### src/hw/acq_pkg.sv
// acquisition package
// shared widths, register map and the packed stream, configuration,
// command and status types of the acquire block

package acq_pkg;

  // widths
  localparam int unsigned dw = 16;
  localparam int unsigned tn = 3;
  localparam int unsigned tw = 32;
  localparam int unsigned cw = 16;
  localparam int unsigned aw = 4;
  localparam int unsigned rw = 32;

  ////////////////////////////////////////
  // register map (word addresses)
  ////////////////////////////////////////

  localparam logic [aw-1:0] reg_ctl     = 4'd0;
  localparam logic [aw-1:0] reg_mode    = 4'd1;
  localparam logic [aw-1:0] reg_pre     = 4'd2;
  localparam logic [aw-1:0] reg_pst     = 4'd3;
  localparam logic [aw-1:0] reg_lvl     = 4'd4;
  localparam logic [aw-1:0] reg_sts     = 4'd5;
  localparam logic [aw-1:0] reg_cnt_pre = 4'd6;
  localparam logic [aw-1:0] reg_cnt_pst = 4'd7;
  localparam logic [aw-1:0] reg_cts_acq = 4'd8;
  localparam logic [aw-1:0] reg_cts_trg = 4'd9;
  localparam logic [aw-1:0] reg_cts_stp = 4'd10;
  localparam logic [aw-1:0] reg_time    = 4'd11;

  ////////////////////////////////////////
  // packed types
  ////////////////////////////////////////

  // stream beat, signed sample plus last flag
  typedef struct packed {
    logic signed [dw-1:0] dat;
    logic                 lst;
  } smp_t;

  // trigger mask bit 0 edge, bit 1 software, bit 2 external
  typedef struct packed {
    logic [tn-1:0]        trg;
    logic                 con;
    logic                 aut;
    logic [cw-1:0]        pre;
    logic [cw-1:0]        pst;
    logic signed [dw-1:0] lvl;
  } cfg_t;

  // one-cycle command strobes
  typedef struct packed {
    logic acq;
    logic stp;
    logic trg;
  } cmd_t;

  // controller status, xfr is the input transfer strobe
  typedef struct packed {
    logic          acq;
    logic          trg;
    logic          xfr;
    logic [cw-1:0] pre;
    logic [cw-1:0] pst;
    logic [tw-1:0] cts_acq;
    logic [tw-1:0] cts_trg;
    logic [tw-1:0] cts_stp;
  } sts_t;

endpackage : acq_pkg

### src/hw/acq_ctrl.sv
// acquire controller
// start/trigger/stop state, pre and post trigger counters, timestamps,
// interrupts and a one-stage output register for any payload type

`timescale 1ns/100ps

module acq_ctrl import acq_pkg::*; #(
  parameter type dat_t = smp_t
)(
  input  logic          sti,
  input  logic          ctl_rst,
  // input stream
  input  logic          in_vld,
  input  dat_t          in_beat,
  input  logic          in_lst,
  output logic          in_rdy,
  // output stream
  output logic          out_vld,
  output dat_t          out_beat,
  output logic          out_lst,
  input  logic          out_rdy,
  // time and trigger sources
  input  logic [tw-1:0] cts,
  input  logic [tn-1:0] src_trg,
  // registers
  input  cfg_t          cfg,
  input  cmd_t          cmd,
  output sts_t          sts,
  // interrupts
  output logic          irq_trg,
  output logic          irq_stp
);

  logic          acq;
  logic          trg;
  logic          ena_pre;
  logic          xfer;
  logic          fire;
  logic          stop;
  logic          end_cnt;
  logic [cw-1:0] cnt_pre;
  logic [cw-1:0] cnt_pst;
  logic [cw-1:0] nxt_pre;
  logic [cw-1:0] nxt_pst;
  logic [tw-1:0] cts_acq;
  logic [tw-1:0] cts_trg;
  logic [tw-1:0] cts_stp;

  ////////////////////////////////////////
  // trigger and stop conditions
  ////////////////////////////////////////

  // input handshake, the only place a transfer is decided
  assign in_rdy = out_rdy | ~out_vld;
  assign xfer   = in_vld & in_rdy;

  assign nxt_pre = cnt_pre + 1'b1;
  assign nxt_pst = cnt_pst + 1'b1;

  // masked sources, only while armed and not yet triggered
  assign fire = (|(src_trg & cfg.trg)) & acq & ena_pre & ~trg;

  // beat that completes the post count
  assign end_cnt = xfer & (trg | fire) & ~cfg.con & (nxt_pst == cfg.pst);

  assign stop = acq & (cmd.stp | (xfer & in_lst) | end_cnt);

  assign irq_trg = fire;
  assign irq_stp = stop;

  ////////////////////////////////////////
  // acquire state
  ////////////////////////////////////////

  always_ff @(posedge sti) begin
    if (ctl_rst) begin
      acq     <= 1'b0;
      trg     <= 1'b0;
      ena_pre <= 1'b0;
      cnt_pre <= '0;
      cnt_pst <= '0;
      cts_acq <= '0;
      cts_trg <= '0;
      cts_stp <= '0;
    end else begin
      // counters, triggering beat lands in both
      if (acq & xfer) begin
        if (~trg) begin
          cnt_pre <= nxt_pre;
          if (nxt_pre == cfg.pre)
            ena_pre <= 1'b1;
        end
        if (trg | fire)
          cnt_pst <= nxt_pst;
      end
      if (fire) begin
        trg     <= 1'b1;
        cts_trg <= cts;
      end
      // stop wins over start, start overrides the counters
      if (stop) begin
        acq     <= 1'b0;
        cts_stp <= cts;
      end else if (cmd.acq) begin
        acq     <= 1'b1;
        trg     <= cfg.aut;
        ena_pre <= ~|cfg.pre;
        cnt_pre <= '0;
        cnt_pst <= '0;
        cts_acq <= cts;
      end
    end
  end

  ////////////////////////////////////////
  // output register
  ////////////////////////////////////////

  // loads only while the input side is ready
  always_ff @(posedge sti) begin
    if (ctl_rst) begin
      out_vld <= 1'b0;
      out_lst <= 1'b0;
    end else if (in_rdy) begin
      out_vld <= acq & in_vld;
      out_lst <= acq & in_vld & (in_lst | end_cnt);
    end
  end

  // payload, no reset
  always_ff @(posedge sti) begin
    if (in_rdy & acq & in_vld)
      out_beat <= in_beat;
  end

  // status out
  assign sts.acq     = acq;
  assign sts.trg     = trg;
  assign sts.xfr     = xfer;
  assign sts.pre     = cnt_pre;
  assign sts.pst     = cnt_pst;
  assign sts.cts_acq = cts_acq;
  assign sts.cts_trg = cts_trg;
  assign sts.cts_stp = cts_stp;

endmodule : acq_ctrl

### src/hw/acq_regs.sv
// acquire register block
// configuration registers, command strobes, status readback
// and the free-running time counter

`timescale 1ns/100ps

module acq_regs import acq_pkg::*; (
  input  logic          sti,
  input  logic          ctl_rst,
  // register port
  input  logic          reg_wen,
  input  logic          reg_ren,
  input  logic [aw-1:0] reg_addr,
  input  logic [rw-1:0] reg_wdata,
  output logic [rw-1:0] reg_rdata,
  // towards the controller
  output cfg_t          cfg,
  output cmd_t          cmd,
  input  sts_t          sts,
  output logic [tw-1:0] cts
);

  logic [rw-1:0] rd_mux;

  ////////////////////////////////////////
  // configuration
  ////////////////////////////////////////

  always_ff @(posedge sti) begin
    if (ctl_rst) begin
      cfg <= '0;
    end else if (reg_wen) begin
      case (reg_addr)
        reg_mode: begin
          cfg.trg <= reg_wdata[tn-1:0];
          cfg.con <= reg_wdata[3];
          cfg.aut <= reg_wdata[4];
        end
        reg_pre: cfg.pre <= reg_wdata[cw-1:0];
        reg_pst: cfg.pst <= reg_wdata[cw-1:0];
        reg_lvl: cfg.lvl <= reg_wdata[dw-1:0];
        default: ;
      endcase
    end
  end

  // command bits become single cycle strobes
  always_ff @(posedge sti) begin
    if (ctl_rst) begin
      cmd <= '0;
    end else begin
      cmd.acq <= reg_wen & (reg_addr == reg_ctl) & reg_wdata[0];
      cmd.stp <= reg_wen & (reg_addr == reg_ctl) & reg_wdata[1];
      cmd.trg <= reg_wen & (reg_addr == reg_ctl) & reg_wdata[2];
    end
  end

  // free-running time
  always_ff @(posedge sti) begin
    if (ctl_rst) begin
      cts <= '0;
    end else begin
      cts <= cts + 1'b1;
    end
  end

  ////////////////////////////////////////
  // read back
  ////////////////////////////////////////

  always_comb begin
    rd_mux = '0;
    case (reg_addr)
      reg_mode:    rd_mux = rw'({cfg.aut, cfg.con, cfg.trg});
      reg_pre:     rd_mux = rw'(cfg.pre);
      reg_pst:     rd_mux = rw'(cfg.pst);
      // level reads back zero extended
      reg_lvl:     rd_mux = rw'(unsigned'(cfg.lvl));
      reg_sts:     rd_mux = rw'({sts.trg, sts.acq});
      reg_cnt_pre: rd_mux = rw'(sts.pre);
      reg_cnt_pst: rd_mux = rw'(sts.pst);
      reg_cts_acq: rd_mux = sts.cts_acq;
      reg_cts_trg: rd_mux = sts.cts_trg;
      reg_cts_stp: rd_mux = sts.cts_stp;
      reg_time:    rd_mux = cts;
      default:     rd_mux = '0;
    endcase
  end

  // data held until the next read
  always_ff @(posedge sti) begin
    if (ctl_rst) begin
      reg_rdata <= '0;
    end else if (reg_ren) begin
      reg_rdata <= rd_mux;
    end
  end

endmodule : acq_regs

### src/hw/acq_top.sv
// acquisition top
// register block, level-crossing trigger and acquire controller

`timescale 1ns/100ps

module acq_top import acq_pkg::*; (
  input  logic          sti,
  input  logic          ctl_rst,
  // input stream
  input  logic          in_vld,
  input  smp_t          in_beat,
  output logic          in_rdy,
  // output stream
  output logic          out_vld,
  output smp_t          out_beat,
  input  logic          out_rdy,
  // external trigger pin
  input  logic          ext_trg,
  // register port
  input  logic          reg_wen,
  input  logic          reg_ren,
  input  logic [aw-1:0] reg_addr,
  input  logic [rw-1:0] reg_wdata,
  output logic [rw-1:0] reg_rdata,
  // interrupts
  output logic          irq_trg,
  output logic          irq_stp
);

  cfg_t          cfg;
  cmd_t          cmd;
  sts_t          sts;
  logic [tw-1:0] cts;
  logic          edge_pls;
  logic [tn-1:0] src_trg;
  smp_t          beat_o;
  logic          lst_o;

  // bit 0 edge, bit 1 software, bit 2 external
  assign src_trg = {ext_trg, cmd.trg, edge_pls};

  // last flag from the controller replaces the forwarded one
  assign out_beat = '{dat: beat_o.dat, lst: lst_o};

  acq_regs acq_regs_inst (
    .sti       (sti),
    .ctl_rst   (ctl_rst),
    .reg_wen   (reg_wen),
    .reg_ren   (reg_ren),
    .reg_addr  (reg_addr),
    .reg_wdata (reg_wdata),
    .reg_rdata (reg_rdata),
    .cfg       (cfg),
    .cmd       (cmd),
    .sts       (sts),
    .cts       (cts)
  );

  trg_edge trg_edge_inst (
    .sti     (sti),
    .ctl_rst (ctl_rst),
    .beat    (in_beat),
    .xfer    (sts.xfr),
    .lvl     (cfg.lvl),
    .pulse   (edge_pls)
  );

  acq_ctrl #(
    .dat_t (smp_t)
  ) acq_ctrl_inst (
    .sti      (sti),
    .ctl_rst  (ctl_rst),
    .in_vld   (in_vld),
    .in_beat  (in_beat),
    .in_lst   (in_beat.lst),
    .in_rdy   (in_rdy),
    .out_vld  (out_vld),
    .out_beat (beat_o),
    .out_lst  (lst_o),
    .out_rdy  (out_rdy),
    .cts      (cts),
    .src_trg  (src_trg),
    .cfg      (cfg),
    .cmd      (cmd),
    .sts      (sts),
    .irq_trg  (irq_trg),
    .irq_stp  (irq_stp)
  );

endmodule : acq_top

### src/hw/trg_edge.sv
// level-crossing trigger
// pulses on a transferred sample at or above the level when the
// previous transferred sample was below it

`timescale 1ns/100ps

module trg_edge import acq_pkg::*; (
  input  logic                 sti,
  input  logic                 ctl_rst,
  input  smp_t                 beat,
  input  logic                 xfer,
  input  logic signed [dw-1:0] lvl,
  output logic                 pulse
);

  // most negative sample, so the first sample can cross
  localparam logic signed [dw-1:0] smp_min = {1'b1, {(dw-1){1'b0}}};

  logic signed [dw-1:0] prv;
  logic                 cur_hi;
  logic                 prv_lo;

  // signed compares against the level
  assign cur_hi = (beat.dat >= lvl);
  assign prv_lo = (prv < lvl);

  // same cycle as the crossing beat
  assign pulse = xfer & cur_hi & prv_lo;

  // previous sample only moves on a transfer
  always_ff @(posedge sti) begin
    if (ctl_rst) begin
      prv <= smp_min;
    end else if (xfer) begin
      prv <= beat.dat;
    end
  end

endmodule : trg_edge

### config.mk
export PLATFORM = sky130hd
export DESIGN_NAME = acq_top
export DESIGN_NICKNAME = d
export VERILOG_FILES = /design/src/hw/acq_pkg.sv /design/src/hw/acq_ctrl.sv /design/src/hw/acq_regs.sv /design/src/hw/acq_top.sv /design/src/hw/trg_edge.sv
export SDC_FILE = /design/constraint.sdc
export NUM_CORES = 1
export LEC_CHECK = 0
export ABC_AREA = 1
export ABC_CLOCK_PERIOD_IN_PS = 8000
export BUFFER_PORTS_ARGS = -buffer_cell sky130_fd_sc_hd__buf_2
export CAP_MARGIN = 20
export CORE_ASPECT_RATIO = 0.8
export CORE_MARGIN = 2
export CORE_UTILIZATION = 48
export CTS_CLUSTER_DIAMETER = 80
export DETAILED_ROUTE_END_ITERATION = 8
export PLACE_DENSITY_LB_ADDON = 0.1
export SYNTH_ARGS = -nofsm -noshare
export SYNTH_HDL_FRONTEND = slang
export SYNTH_HIERARCHICAL = 1
export SYNTH_SLANG_ARGS = --single-unit
### constraint.sdc
create_clock -name sti -period 8 [get_ports sti]
set_input_delay 1.6 -clock sti [delete_from_list [all_inputs] [get_ports sti]]
set_output_delay 1.6 -clock sti [all_outputs]
set_load 0.02 [all_outputs]
=== After elaboration in Yosys (flattened, before gate mapping) ===
Cells that the tools add are included.
W data, S select, Z words.

* Memories kept: 0
* Memory bits (read-only): 0
* RAM bits: 0
* Output and inout bits: 53
* Flip-flop bits (word level): 285
* Latch bits: 0
* Input port bits: 60

* Mux-type cells: 17
* Multiply operators: 0
* Equal/unequal tests: 13
* Bitwise logic cells: 30
* Reduce and logical (&&, ||, !) cells: 10
* Div/mod/pow operators: 0
* Order comparisons: 2
* Add/sub/neg operators: 3
* Shift operators: 0

{| class="wikitable"
|+ Operators by type and width
! cell !! number
|-
| $pmux W32 S11 || 1
|-
| $mux W16 || 8
|-
| $add A16 B1 Y16 const B || 2
|-
| $add A32 B1 Y32 const B || 1
|-
| $eq A16 B16 Y1 || 2
|-
| $and A1 B1 Y1 || 20
|-
| $eq A4 B3 Y1 const B || 4
|-
| $eq A4 B4 Y1 const B || 4
|-
| $ge A16 B16 Y1 || 1
|-
| $lt A16 B16 Y1 || 1
|-
| $reduce_or A16 Y1 || 1
|-
| $reduce_and A2 Y1 || 5
|-
| $eq A4 B2 Y1 const B || 2
|-
| $mux W1 || 8
|-
| $or A1 B1 Y1 || 5
|-
| $eq A4 B1 Y1 const B || 1
|-
| $logic_not A4 Y1 || 1
|-
| $not A1 Y1 || 4
|-
| $and A3 B3 Y3 || 1
|-
| $reduce_or A3 Y1 || 1
|-
| $reduce_or A2 Y1 || 1
|-
| $logic_not A1 Y1 || 1
|}

=== Longest topological paths before layout ===
Gate-level depths: netlist of run 1.

* Depth in word-level cells: 18
* Mapped depth: 29
* Gate-level depth less buffers: 27

=== By module ===
The synthesis of run 1 kept the hierarchy.

{| class="wikitable"
|+ Modules (own cells, without submodules)
! module !! times used !! cells an instance !! area an instance (µm²)
|-
| acq_ctrl || 1 || 997 || 6981.7
|-
| acq_regs || 1 || 1040 || 6555.0
|-
| trg_edge || 1 || 205 || 1406.3
|-
| acq_top || 1 || 1 || 7.5
|}

=== Worst setup path after synthesis of run 1 ===
OpenSTA, ideal clock, no wires.

* Path type: in2out
* Start: input port in_beat[16] in the netlist's numbering
* End: output port irq_stp
* Arrival: 3786 ps
* Path slack: 2614 ps
* Stages: 24
* Cell sequence: ha_1 nand2_2 inv_1 nand2_1 nand2_1 a21oi_1 nand4_1 nand3_1 nand2_1 nor2_2 nand2_1 nand3_1 nand3_1 nand2_1 nand3_1 nor2_1 nand3_1 nor2_1 nand2_1 nand2_1 nand2_1 buf_6 inv_4 buf_4

* Word-level cells in the longest chain between the ends: 14

{| class="wikitable"
|+ Ends and longest elaborated chain
! item !! line !! source
|-
| start, declared || acq_top.sv:11 || <nowiki>input smp_t in_beat,</nowiki>
|-
| $ge A16 B16 Y1 || trg_edge.sv:24 || <nowiki>assign cur_hi = (beat.dat >= lvl);</nowiki>
|-
| $and A1 B1 Y1 (2 in series) || trg_edge.sv:28 || <nowiki>assign pulse = xfer & cur_hi & prv_lo;</nowiki>
|-
| net edge_pls || acq_top.sv:34 || <nowiki>logic edge_pls;</nowiki>
|-
| $and A3 B3 Y3 || acq_ctrl.sv:61 || <nowiki>assign fire = (|(src_trg & cfg.trg)) & acq & ena_pre & ~trg;</nowiki>
|-
| $reduce_or A3 Y1 || acq_ctrl.sv:61 ||
|-
| $and A1 B1 Y1 (3 in series) || acq_ctrl.sv:61 ||
|-
| $or A1 B1 Y1 || acq_ctrl.sv:64 || <nowiki>assign end_cnt = xfer & (trg | fire) & ~cfg.con & (nxt_pst == cfg.pst);</nowiki>
|-
| $and A1 B1 Y1 (3 in series) || acq_ctrl.sv:64 ||
|-
| $or A1 B1 Y1 || acq_ctrl.sv:66 || <nowiki>assign stop = acq & (cmd.stp | (xfer & in_lst) | end_cnt);</nowiki>
|-
| $and A1 B1 Y1 || acq_ctrl.sv:66 ||
|-
| end, declared || acq_top.sv:27 || <nowiki>output logic irq_stp</nowiki>
|}

The timed path passes the listed nets, and every way through them passes these cells.

=== Final worst setup path of run 1 ===
Ends and elaborated chain as after synthesis.

==> results.toml, run 1 <==
[hold_path]
worst_hold_class = "flip-flop to flip-flop"
worstHoldPathCells = 2

[cells_and_area]
finalNetCount = 2366
fin_cells = 2707
post_route_cells_drive_above_1_share_pct = 9.37
diodes = 0
filler_cell_count = 3030
synthToLayoutAreaGrowth_pct = 11.6
fin_area_sq_mm = 0.0167

[setup_path]
worst_setup_path_start_kind = "primary input"
cell_family_with_the_largest_share_of_critical_path_delay = "simple AND/OR/NAND/NOR gates"
crit_path_end_kind = "primary output"
critical_path.max_fanout = 34
slowest_stage = "sky130_fd_sc_hd__inv_4"
critical_path_depth = 24
cp_common_cell = "sky130_fd_sc_hd__nand2_1"
worstPathArrival_ps = 4950
delay_of_the_slowest_cell_on_the_worst_path_ps = 410
worst_ep_required_time_ps = 6400
path_cells = "buf_2 > ha_1 > nand2_2 > inv_1 > nand2_1 > nand2_1 > a21oi_1 > nand4_1 > nand3_1 > nand2_1 > nor2_2 > nand2_1 > nand3_1 > nand3_1 > nand2_1 > nand3_1 > nor2_1 > nand3_1 > nor2_1 > nand2_1 > nand2_1 > nand2_4 > inv_4 > buf_2"
timing.critical_path.buf_inv = 4
number_of_cells_on_the_worst_reg_to_reg_path = 27
critPathKind = "primary input to primary output"

[yosys]
ys.warnings.count = 6
post_synthesis_average_cell_area_sq_um = 6.66
synthesis.nets = 2339
synth_area_sq_mm = 0.0149
netlist_instances = 2242

[global_route]
groute.usage.overall_pct = 28.0
wire_length_of_the_first_global_routing_pass_mm = 73.3
grt_start_max_net_pins = 99
grt_antenna_before_repair = 0
globalRouteOverflowTotal = 0
grt_pass1_vias = 13200

[placement]
placed_cells_incl_taps = 2645
dpl_cell_area_sq_mm = 0.0155
port_buf_inserts = 96
gp_congestion = 0.967
hpwlAfterDp_mm = 31.9

[clock_network]
cts_sinks = 285
post-cts-setup-buffers = 0
ctsResizeCount = 0
cts_root_buf = "sky130_fd_sc_hd__clkbuf_16"
worstSkewPairLatency_ps = 530
cts_tree = "done"
cts.hold.buffers_added = 0
cts.clk_slew.worst_paths_ps = 60
clock_buffers_created_by_tritoncts = 34
largest_buffer_count_on_any_clock_path = 3
htreeDepth = 2

[floorplanning]
design.core.area_sq_mm = 0.0305
vert_die_dim_um = 162
initial_utilization_pct = 49.0
die_x_um = 201
io-pin-count = 113
core.rowCount = 57
die_area_sq_mm = 0.0325

[pwr]
power.density_cell_area_mw_per_mm2 = 194
vdd.ir_drop.worst_v = 0.000125
total_leakage_power_uw = 0.00663

[detailed_routing]
ant_nets = 0
wire_per_inst_um = 16.9
drt_pass1_iterations = 6
vias = 14900
drcViolationCount = 0
totalWireLength_mm = 45.9
vias_per_cell = 5.50
drt_iter0_drc = 1515

[status]
outcome = "finished clean"

[timing]
rsz0062_at_grt = "no"
final-setup-viol-count = 0
period_needed_ps = 6550
maxClockFrequency_mhz = 153
final.setup_skew_ps = 25.3
timing.final.crit_share_pct = 81.9
timing_worst_slew_pin_value_ps = 995
finalHoldViolations = 0
slew_violations = 0
setup-tns-final_ps = 0
timing.max_slew.rel_slack_pct = 33.6

[job]
count_of_maximum_capacitance_violations = 0
[metrics by stage]
| stage | utilization (%) | setup slack (ps) | hold slack [ps] | power (uW) |
|---|---|---|---|---|
| 4_1_cts | 54.7 | 1450 | 461 | 3250 |
| 2_1_floorplan | - | 2610 | 433 | 1620 |
| 3_3_place_gp | 50.9 | 1560 | 449 | 1680 |
| 3_5_place_dp | 50.9 | 1460 | 452 | 1680 |
| 6_report | 54.7 | 1450 | 459 | 3230 |
| 5_1_grt | 54.7 | 1110 | 476 | 3340 |
[per-layer routing]
layer | part of all wire [%] | vias to the layer above | wire, um | global-route usage, %
met4 | 2.3 | 0 | 1060 | 7.37
met5 | 0 | - | 0 | 0
li1 | - | 7408 | - | -
met3 | 8.6 | 77 | 3960 | 4.59
met1 | 49 | 6848 | 22700 | 43.9
met2 | 40 | 552 | 18100 | 39.3
[state kept, by name, indices dropped and copies added, names as in the netlist]
register and cells:
acq_ctrl_inst/cts_acq 32, acq_regs_inst/cmd 3, acq_ctrl_inst/out_vld 1, acq_ctrl_inst/cnt_pst 16, acq_regs_inst/cts 32, acq_ctrl_inst/acq 1
acq_ctrl_inst/out_beat 16, acq_ctrl_inst/trg 1, acq_ctrl_inst/out_lst 1, acq_ctrl_inst/ena_pre 1, acq_ctrl_inst/cts_trg 32, acq_ctrl_inst/cnt_pre 16
acq_regs_inst/reg_rdata 32, acq_ctrl_inst/cts_stp 32, trg_edge_inst/prv 16, acq_regs_inst/cfg 53
[worst paths after layout]
kind,from,endpoint,slack [ps]
hold / removal,acq_regs_inst/reg_rdata[24],acq_regs_inst/reg_rdata[24],460
setup / recovery,in_beat[16],irq_stp,1450
hold reg to reg,acq_regs_inst/reg_rdata[24],acq_regs_inst/reg_rdata[24],460
setup reg to reg,acq_regs_inst/cfg[15],acq_ctrl_inst/cnt_pre[3],3480
[final cells by class]
class / count / area (sq um) / area share (%)
clock inverters: 9 / 91.3 / 0.548
repair buffers: 114 / 619 / 3.72
multi-input cells: 1620 / 7710 / 46.3
well taps: 413 / 517 / 3.10
inverters: 214 / 806 / 4.84
flip-flops and latches: 285 / 5870 / 35.2
clock buffers: 52 / 1050 / 6.30
[power by group]
part           internal [uW]  leakage (uW)  switching [uW]
clock network            942      0.000566             634
logic                   55.1       0.00375             141
registers               1450       0.00232            14.1
[worst reg2reg max path: stages, from the launching register on]
cell,delay (ps)
sky130_fd_sc_hd__dfxtp_1,340
sky130_fd_sc_hd__inv_1,90
sky130_fd_sc_hd__ha_1,340
sky130_fd_sc_hd__nand2_2,110
sky130_fd_sc_hd__inv_1,50
sky130_fd_sc_hd__nand2_1,50
sky130_fd_sc_hd__nand2_1,40
sky130_fd_sc_hd__a21oi_1,200
sky130_fd_sc_hd__nand3_2,80
sky130_fd_sc_hd__nand2_1,60
sky130_fd_sc_hd__nand3_1,60
sky130_fd_sc_hd__nand2_1,70
sky130_fd_sc_hd__nor2_2,50
sky130_fd_sc_hd__nand2_1,60
sky130_fd_sc_hd__nand3_1,70
sky130_fd_sc_hd__nand3_1,140
sky130_fd_sc_hd__nand2_1,150
sky130_fd_sc_hd__nand3_1,110
sky130_fd_sc_hd__nor2_1,50
sky130_fd_sc_hd__nand3_1,60
sky130_fd_sc_hd__nor2_1,40
sky130_fd_sc_hd__nand2_1,120
sky130_fd_sc_hd__nand2_1,130
sky130_fd_sc_hd__nand2_4,270
sky130_fd_sc_hd__buf_4,670
sky130_fd_sc_hd__nand2_2,130
sky130_fd_sc_hd__nand2_2,690
sky130_fd_sc_hd__nor2_1,90
[placed cells by master (no fill, tap or decap), types with 2 or more instances in the layout]
cell type                   count
sky130_fd_sc_hd__nand2_1      480
sky130_fd_sc_hd__nor2_1       334
sky130_fd_sc_hd__dfxtp_1      268
sky130_fd_sc_hd__nand3_1      214
sky130_fd_sc_hd__inv_1        208
sky130_fd_sc_hd__a21oi_1      187
sky130_fd_sc_hd__o21ai_0      173
sky130_fd_sc_hd__buf_2         96
sky130_fd_sc_hd__nand4_1       94
sky130_fd_sc_hd__ha_1          36
sky130_fd_sc_hd__clkbuf_16     35
sky130_fd_sc_hd__nor2_2        21
sky130_fd_sc_hd__nand3b_1      18
sky130_fd_sc_hd__nor3_1        17
sky130_fd_sc_hd__buf_4         17
sky130_fd_sc_hd__edfxtp_1      16
sky130_fd_sc_hd__clkbuf_8      11
sky130_fd_sc_hd__nand2_2        8
sky130_fd_sc_hd__xor2_1         8
sky130_fd_sc_hd__nor2_4         6
sky130_fd_sc_hd__clkbuf_1       6
sky130_fd_sc_hd__nor4_1         5
sky130_fd_sc_hd__clkinv_2       5
sky130_fd_sc_hd__inv_2          3
sky130_fd_sc_hd__o21ai_1        3
sky130_fd_sc_hd__or2_1          2
sky130_fd_sc_hd__clkinv_1       2
sky130_fd_sc_hd__and2_1         2
sky130_fd_sc_hd__o21bai_1       2
sky130_fd_sc_hd__o21a_1         2
No activity file was read; power rests on OpenSTA's default activity.
==> run 2: changes to the inputs <==
--- a/config.mk
+++ b/config.mk
@@ -6,7 +6,7 @@
 export NUM_CORES = 1
 export LEC_CHECK = 0
 export ABC_AREA = 1
-export ABC_CLOCK_PERIOD_IN_PS = 8000
+export ABC_CLOCK_PERIOD_IN_PS = 6500
 export BUFFER_PORTS_ARGS = -buffer_cell sky130_fd_sc_hd__buf_2
 export CAP_MARGIN = 20
 export CORE_ASPECT_RATIO = 0.8
==> constraint.sdc (replaced) <==
create_clock -name sti -period 6.5 [get_ports sti]
set_input_delay 1.3 -clock sti [delete_from_list [all_inputs] [get_ports sti]]
set_output_delay 1.3 -clock sti [all_outputs]
set_load 0.02 [all_outputs]
==> results.toml, run 2 (synthesis gave the netlist of run 1 again) <==
[placement]
dpl_cell_area_sq_mm = 0.0155
gp_congestion = 0.957
hpwlAfterDp_mm = 32.0
port_buf_inserts = 96

[detailed_routing]
vias = 14900
drt_pass1_iterations = 5
totalWireLength_mm = 45.8
vias_per_cell = 5.49
wire_per_inst_um = 16.9
drt_iter0_drc = 1359
drcViolationCount = 0
ant_nets = 0

[floorplanning]
io-pin-count = 113
vert_die_dim_um = 162
design.core.area_sq_mm = 0.0305
die_area_sq_mm = 0.0325
core.rowCount = 57
die_x_um = 201
initial_utilization_pct = 49.0

[setup_path]
setup_slack_reg_to_reg_ps = 2220
worst_r2r_endpoint = "acq_ctrl_inst/cnt_pst[13]"
worst_r2r_src = "acq_regs_inst/cfg[11]"
critPathKind = "primary input to primary output"
timing.critical_path.from = "in_beat[12]"
worstPathArrival_ps = 4150
worst_ep_required_time_ps = 5200
crit_path_end_kind = "primary output"
worst_setup_path_start_kind = "primary input"
number_of_cells_on_the_worst_reg_to_reg_path = 26
critical_path.max_fanout = 4

[clock_network]
cts.clk_slew.worst_paths_ps = 60
cts_root_buf = "sky130_fd_sc_hd__clkbuf_16"
clock_buffers_created_by_tritoncts = 34
cts.hold.buffers_added = 0
ctsResizeCount = 0
largest_buffer_count_on_any_clock_path = 3
htreeDepth = 2
worstSkewPairLatency_ps = 520
post-cts-setup-buffers = 0
cts_tree = "done"
cts_sinks = 285

[timing]
finalHoldViolations = 0
rsz0062_at_grt = "no"
maxClockFrequency_mhz = 183
timing_worst_slew_pin_value_ps = 1000
timing.max_slew.rel_slack_pct = 33.1
final-setup-viol-count = 0
timing.final.crit_share_pct = 83.9
slew_violations = 0
setup-tns-final_ps = 0
period_needed_ps = 5450
final.setup_skew_ps = 21.5

[cells_and_area]
number_of_flip_flops_under_the_largest_register_name = 53
post_route_cells_drive_above_1_share_pct = 9.41
synthToLayoutAreaGrowth_pct = 11.8
multiInputGateArea_sq_mm = 0.00771
final_common_cell = "sky130_fd_sc_hd__nand2_1"
seqCellArea_sq_mm = 0.00587
filler_cell_count = 3071
mostFrequentLayoutCells = "480 x sky130_fd_sc_hd__nand2_1, 334 x sky130_fd_sc_hd__nor2_1, 268 x sky130_fd_sc_hd__dfxtp_1"
finalNetCount = 2367
largest-register = "acq_regs_inst/cfg"
diodes = 0
fin_area_sq_mm = 0.0167

[hold_path]
hold_path_startpoint = "acq_regs_inst/reg_rdata[24]"
worstHoldPathCells = 2
worst_hold_path.endpoint = "acq_regs_inst/reg_rdata[24]"
worst_hold_class = "flip-flop to flip-flop"

[global_route]
grtUsageMet3_pct = 4.74
grt_antenna_before_repair = 0
grt_pass1_vias = 13200
globalRouteOverflowTotal = 0
globalRouteMet2Util_pct = 39.4
grtUsageMet1_pct = 43.3
wire_length_of_the_first_global_routing_pass_mm = 72.8
grt_start_max_net_pins = 100
groute.usage.overall_pct = 27.9
globalRoute.busiestLayer = "met1"

[job]
count_of_maximum_capacitance_violations = 0

[pwr]
post-layout-total-power_uw = 3980
power.density_cell_area_mw_per_mm2 = 238
total_leakage_power_uw = 0.00665
vdd.ir_drop.worst_v = 0.000150

[status]
outcome = "finished clean"
[run 2: worst max path at each step]
stage / endpoint / cells past startpoint / slack, ps
2_1_floorplan: irq_stp / 24 / 1710
3_3_place_gp: irq_stp / 24 / 1090
3_5_place_dp: irq_stp / 24 / 1040
4_1_cts: irq_stp / 24 / 1030
5_1_grt: irq_stp / 24 / 820
6_report: irq_stp / 24 / 1050
[run 2: final cells by class]
class                           count  share of cell area (%)
Clock inverter                     11                   0.525
Tap cell                          413                    3.10
Timing Repair Buffer              115                    3.78
Multi-Input combinational cell   1620                    46.3
Sequential cell                   285                    35.2
Inverter                          214                    4.83
Clock buffer                       50                    6.32
[run 2: worst max-delay path: stages]
cell,delay (ps)
sky130_fd_sc_hd__buf_2,120
sky130_fd_sc_hd__ha_1,300
sky130_fd_sc_hd__nand2_1,110
sky130_fd_sc_hd__inv_1,50
sky130_fd_sc_hd__nand2_1,60
sky130_fd_sc_hd__nand2_1,70
sky130_fd_sc_hd__a21oi_1,210
sky130_fd_sc_hd__nand4_1,100
sky130_fd_sc_hd__nand3_1,100
sky130_fd_sc_hd__nand2_1,60
sky130_fd_sc_hd__nor2_2,100
sky130_fd_sc_hd__nand2_1,60
sky130_fd_sc_hd__nand3_1,90
sky130_fd_sc_hd__nand3_1,140
sky130_fd_sc_hd__nand2_1,210
sky130_fd_sc_hd__nand3_1,110
sky130_fd_sc_hd__nor2_1,130
sky130_fd_sc_hd__nand3_1,80
sky130_fd_sc_hd__nor2_1,90
sky130_fd_sc_hd__nand2_1,150
sky130_fd_sc_hd__nand2_1,190
sky130_fd_sc_hd__nand2_4,90
sky130_fd_sc_hd__inv_4,60
sky130_fd_sc_hd__buf_2,150
[run 2: report_power, final]
group	internal, uW	switching (uW)	leakage, uW
registers	1780	18.1	0.00232
clock network	1170	772	0.000572
logic	67.9	171	0.00376
[run 2: metrics by stage]
step	utilization (%)	setup slack (ps)	hold WS, ps	std cells
2_1_floorplan	-	1710	433	2242
3_3_place_gp	51.0	1090	449	2646
3_5_place_dp	51.0	1040	454	2646
4_1_cts	54.7	1030	463	2707
5_1_grt	54.8	819	478	2708
6_report	54.8	1050	461	2708
[run 2: metal layers]
layer	vias up	wire length, um
met5	-	0
met1	6837	22700
li1	7407	-
met4	0	962
met3	68	4050
met2	550	18100
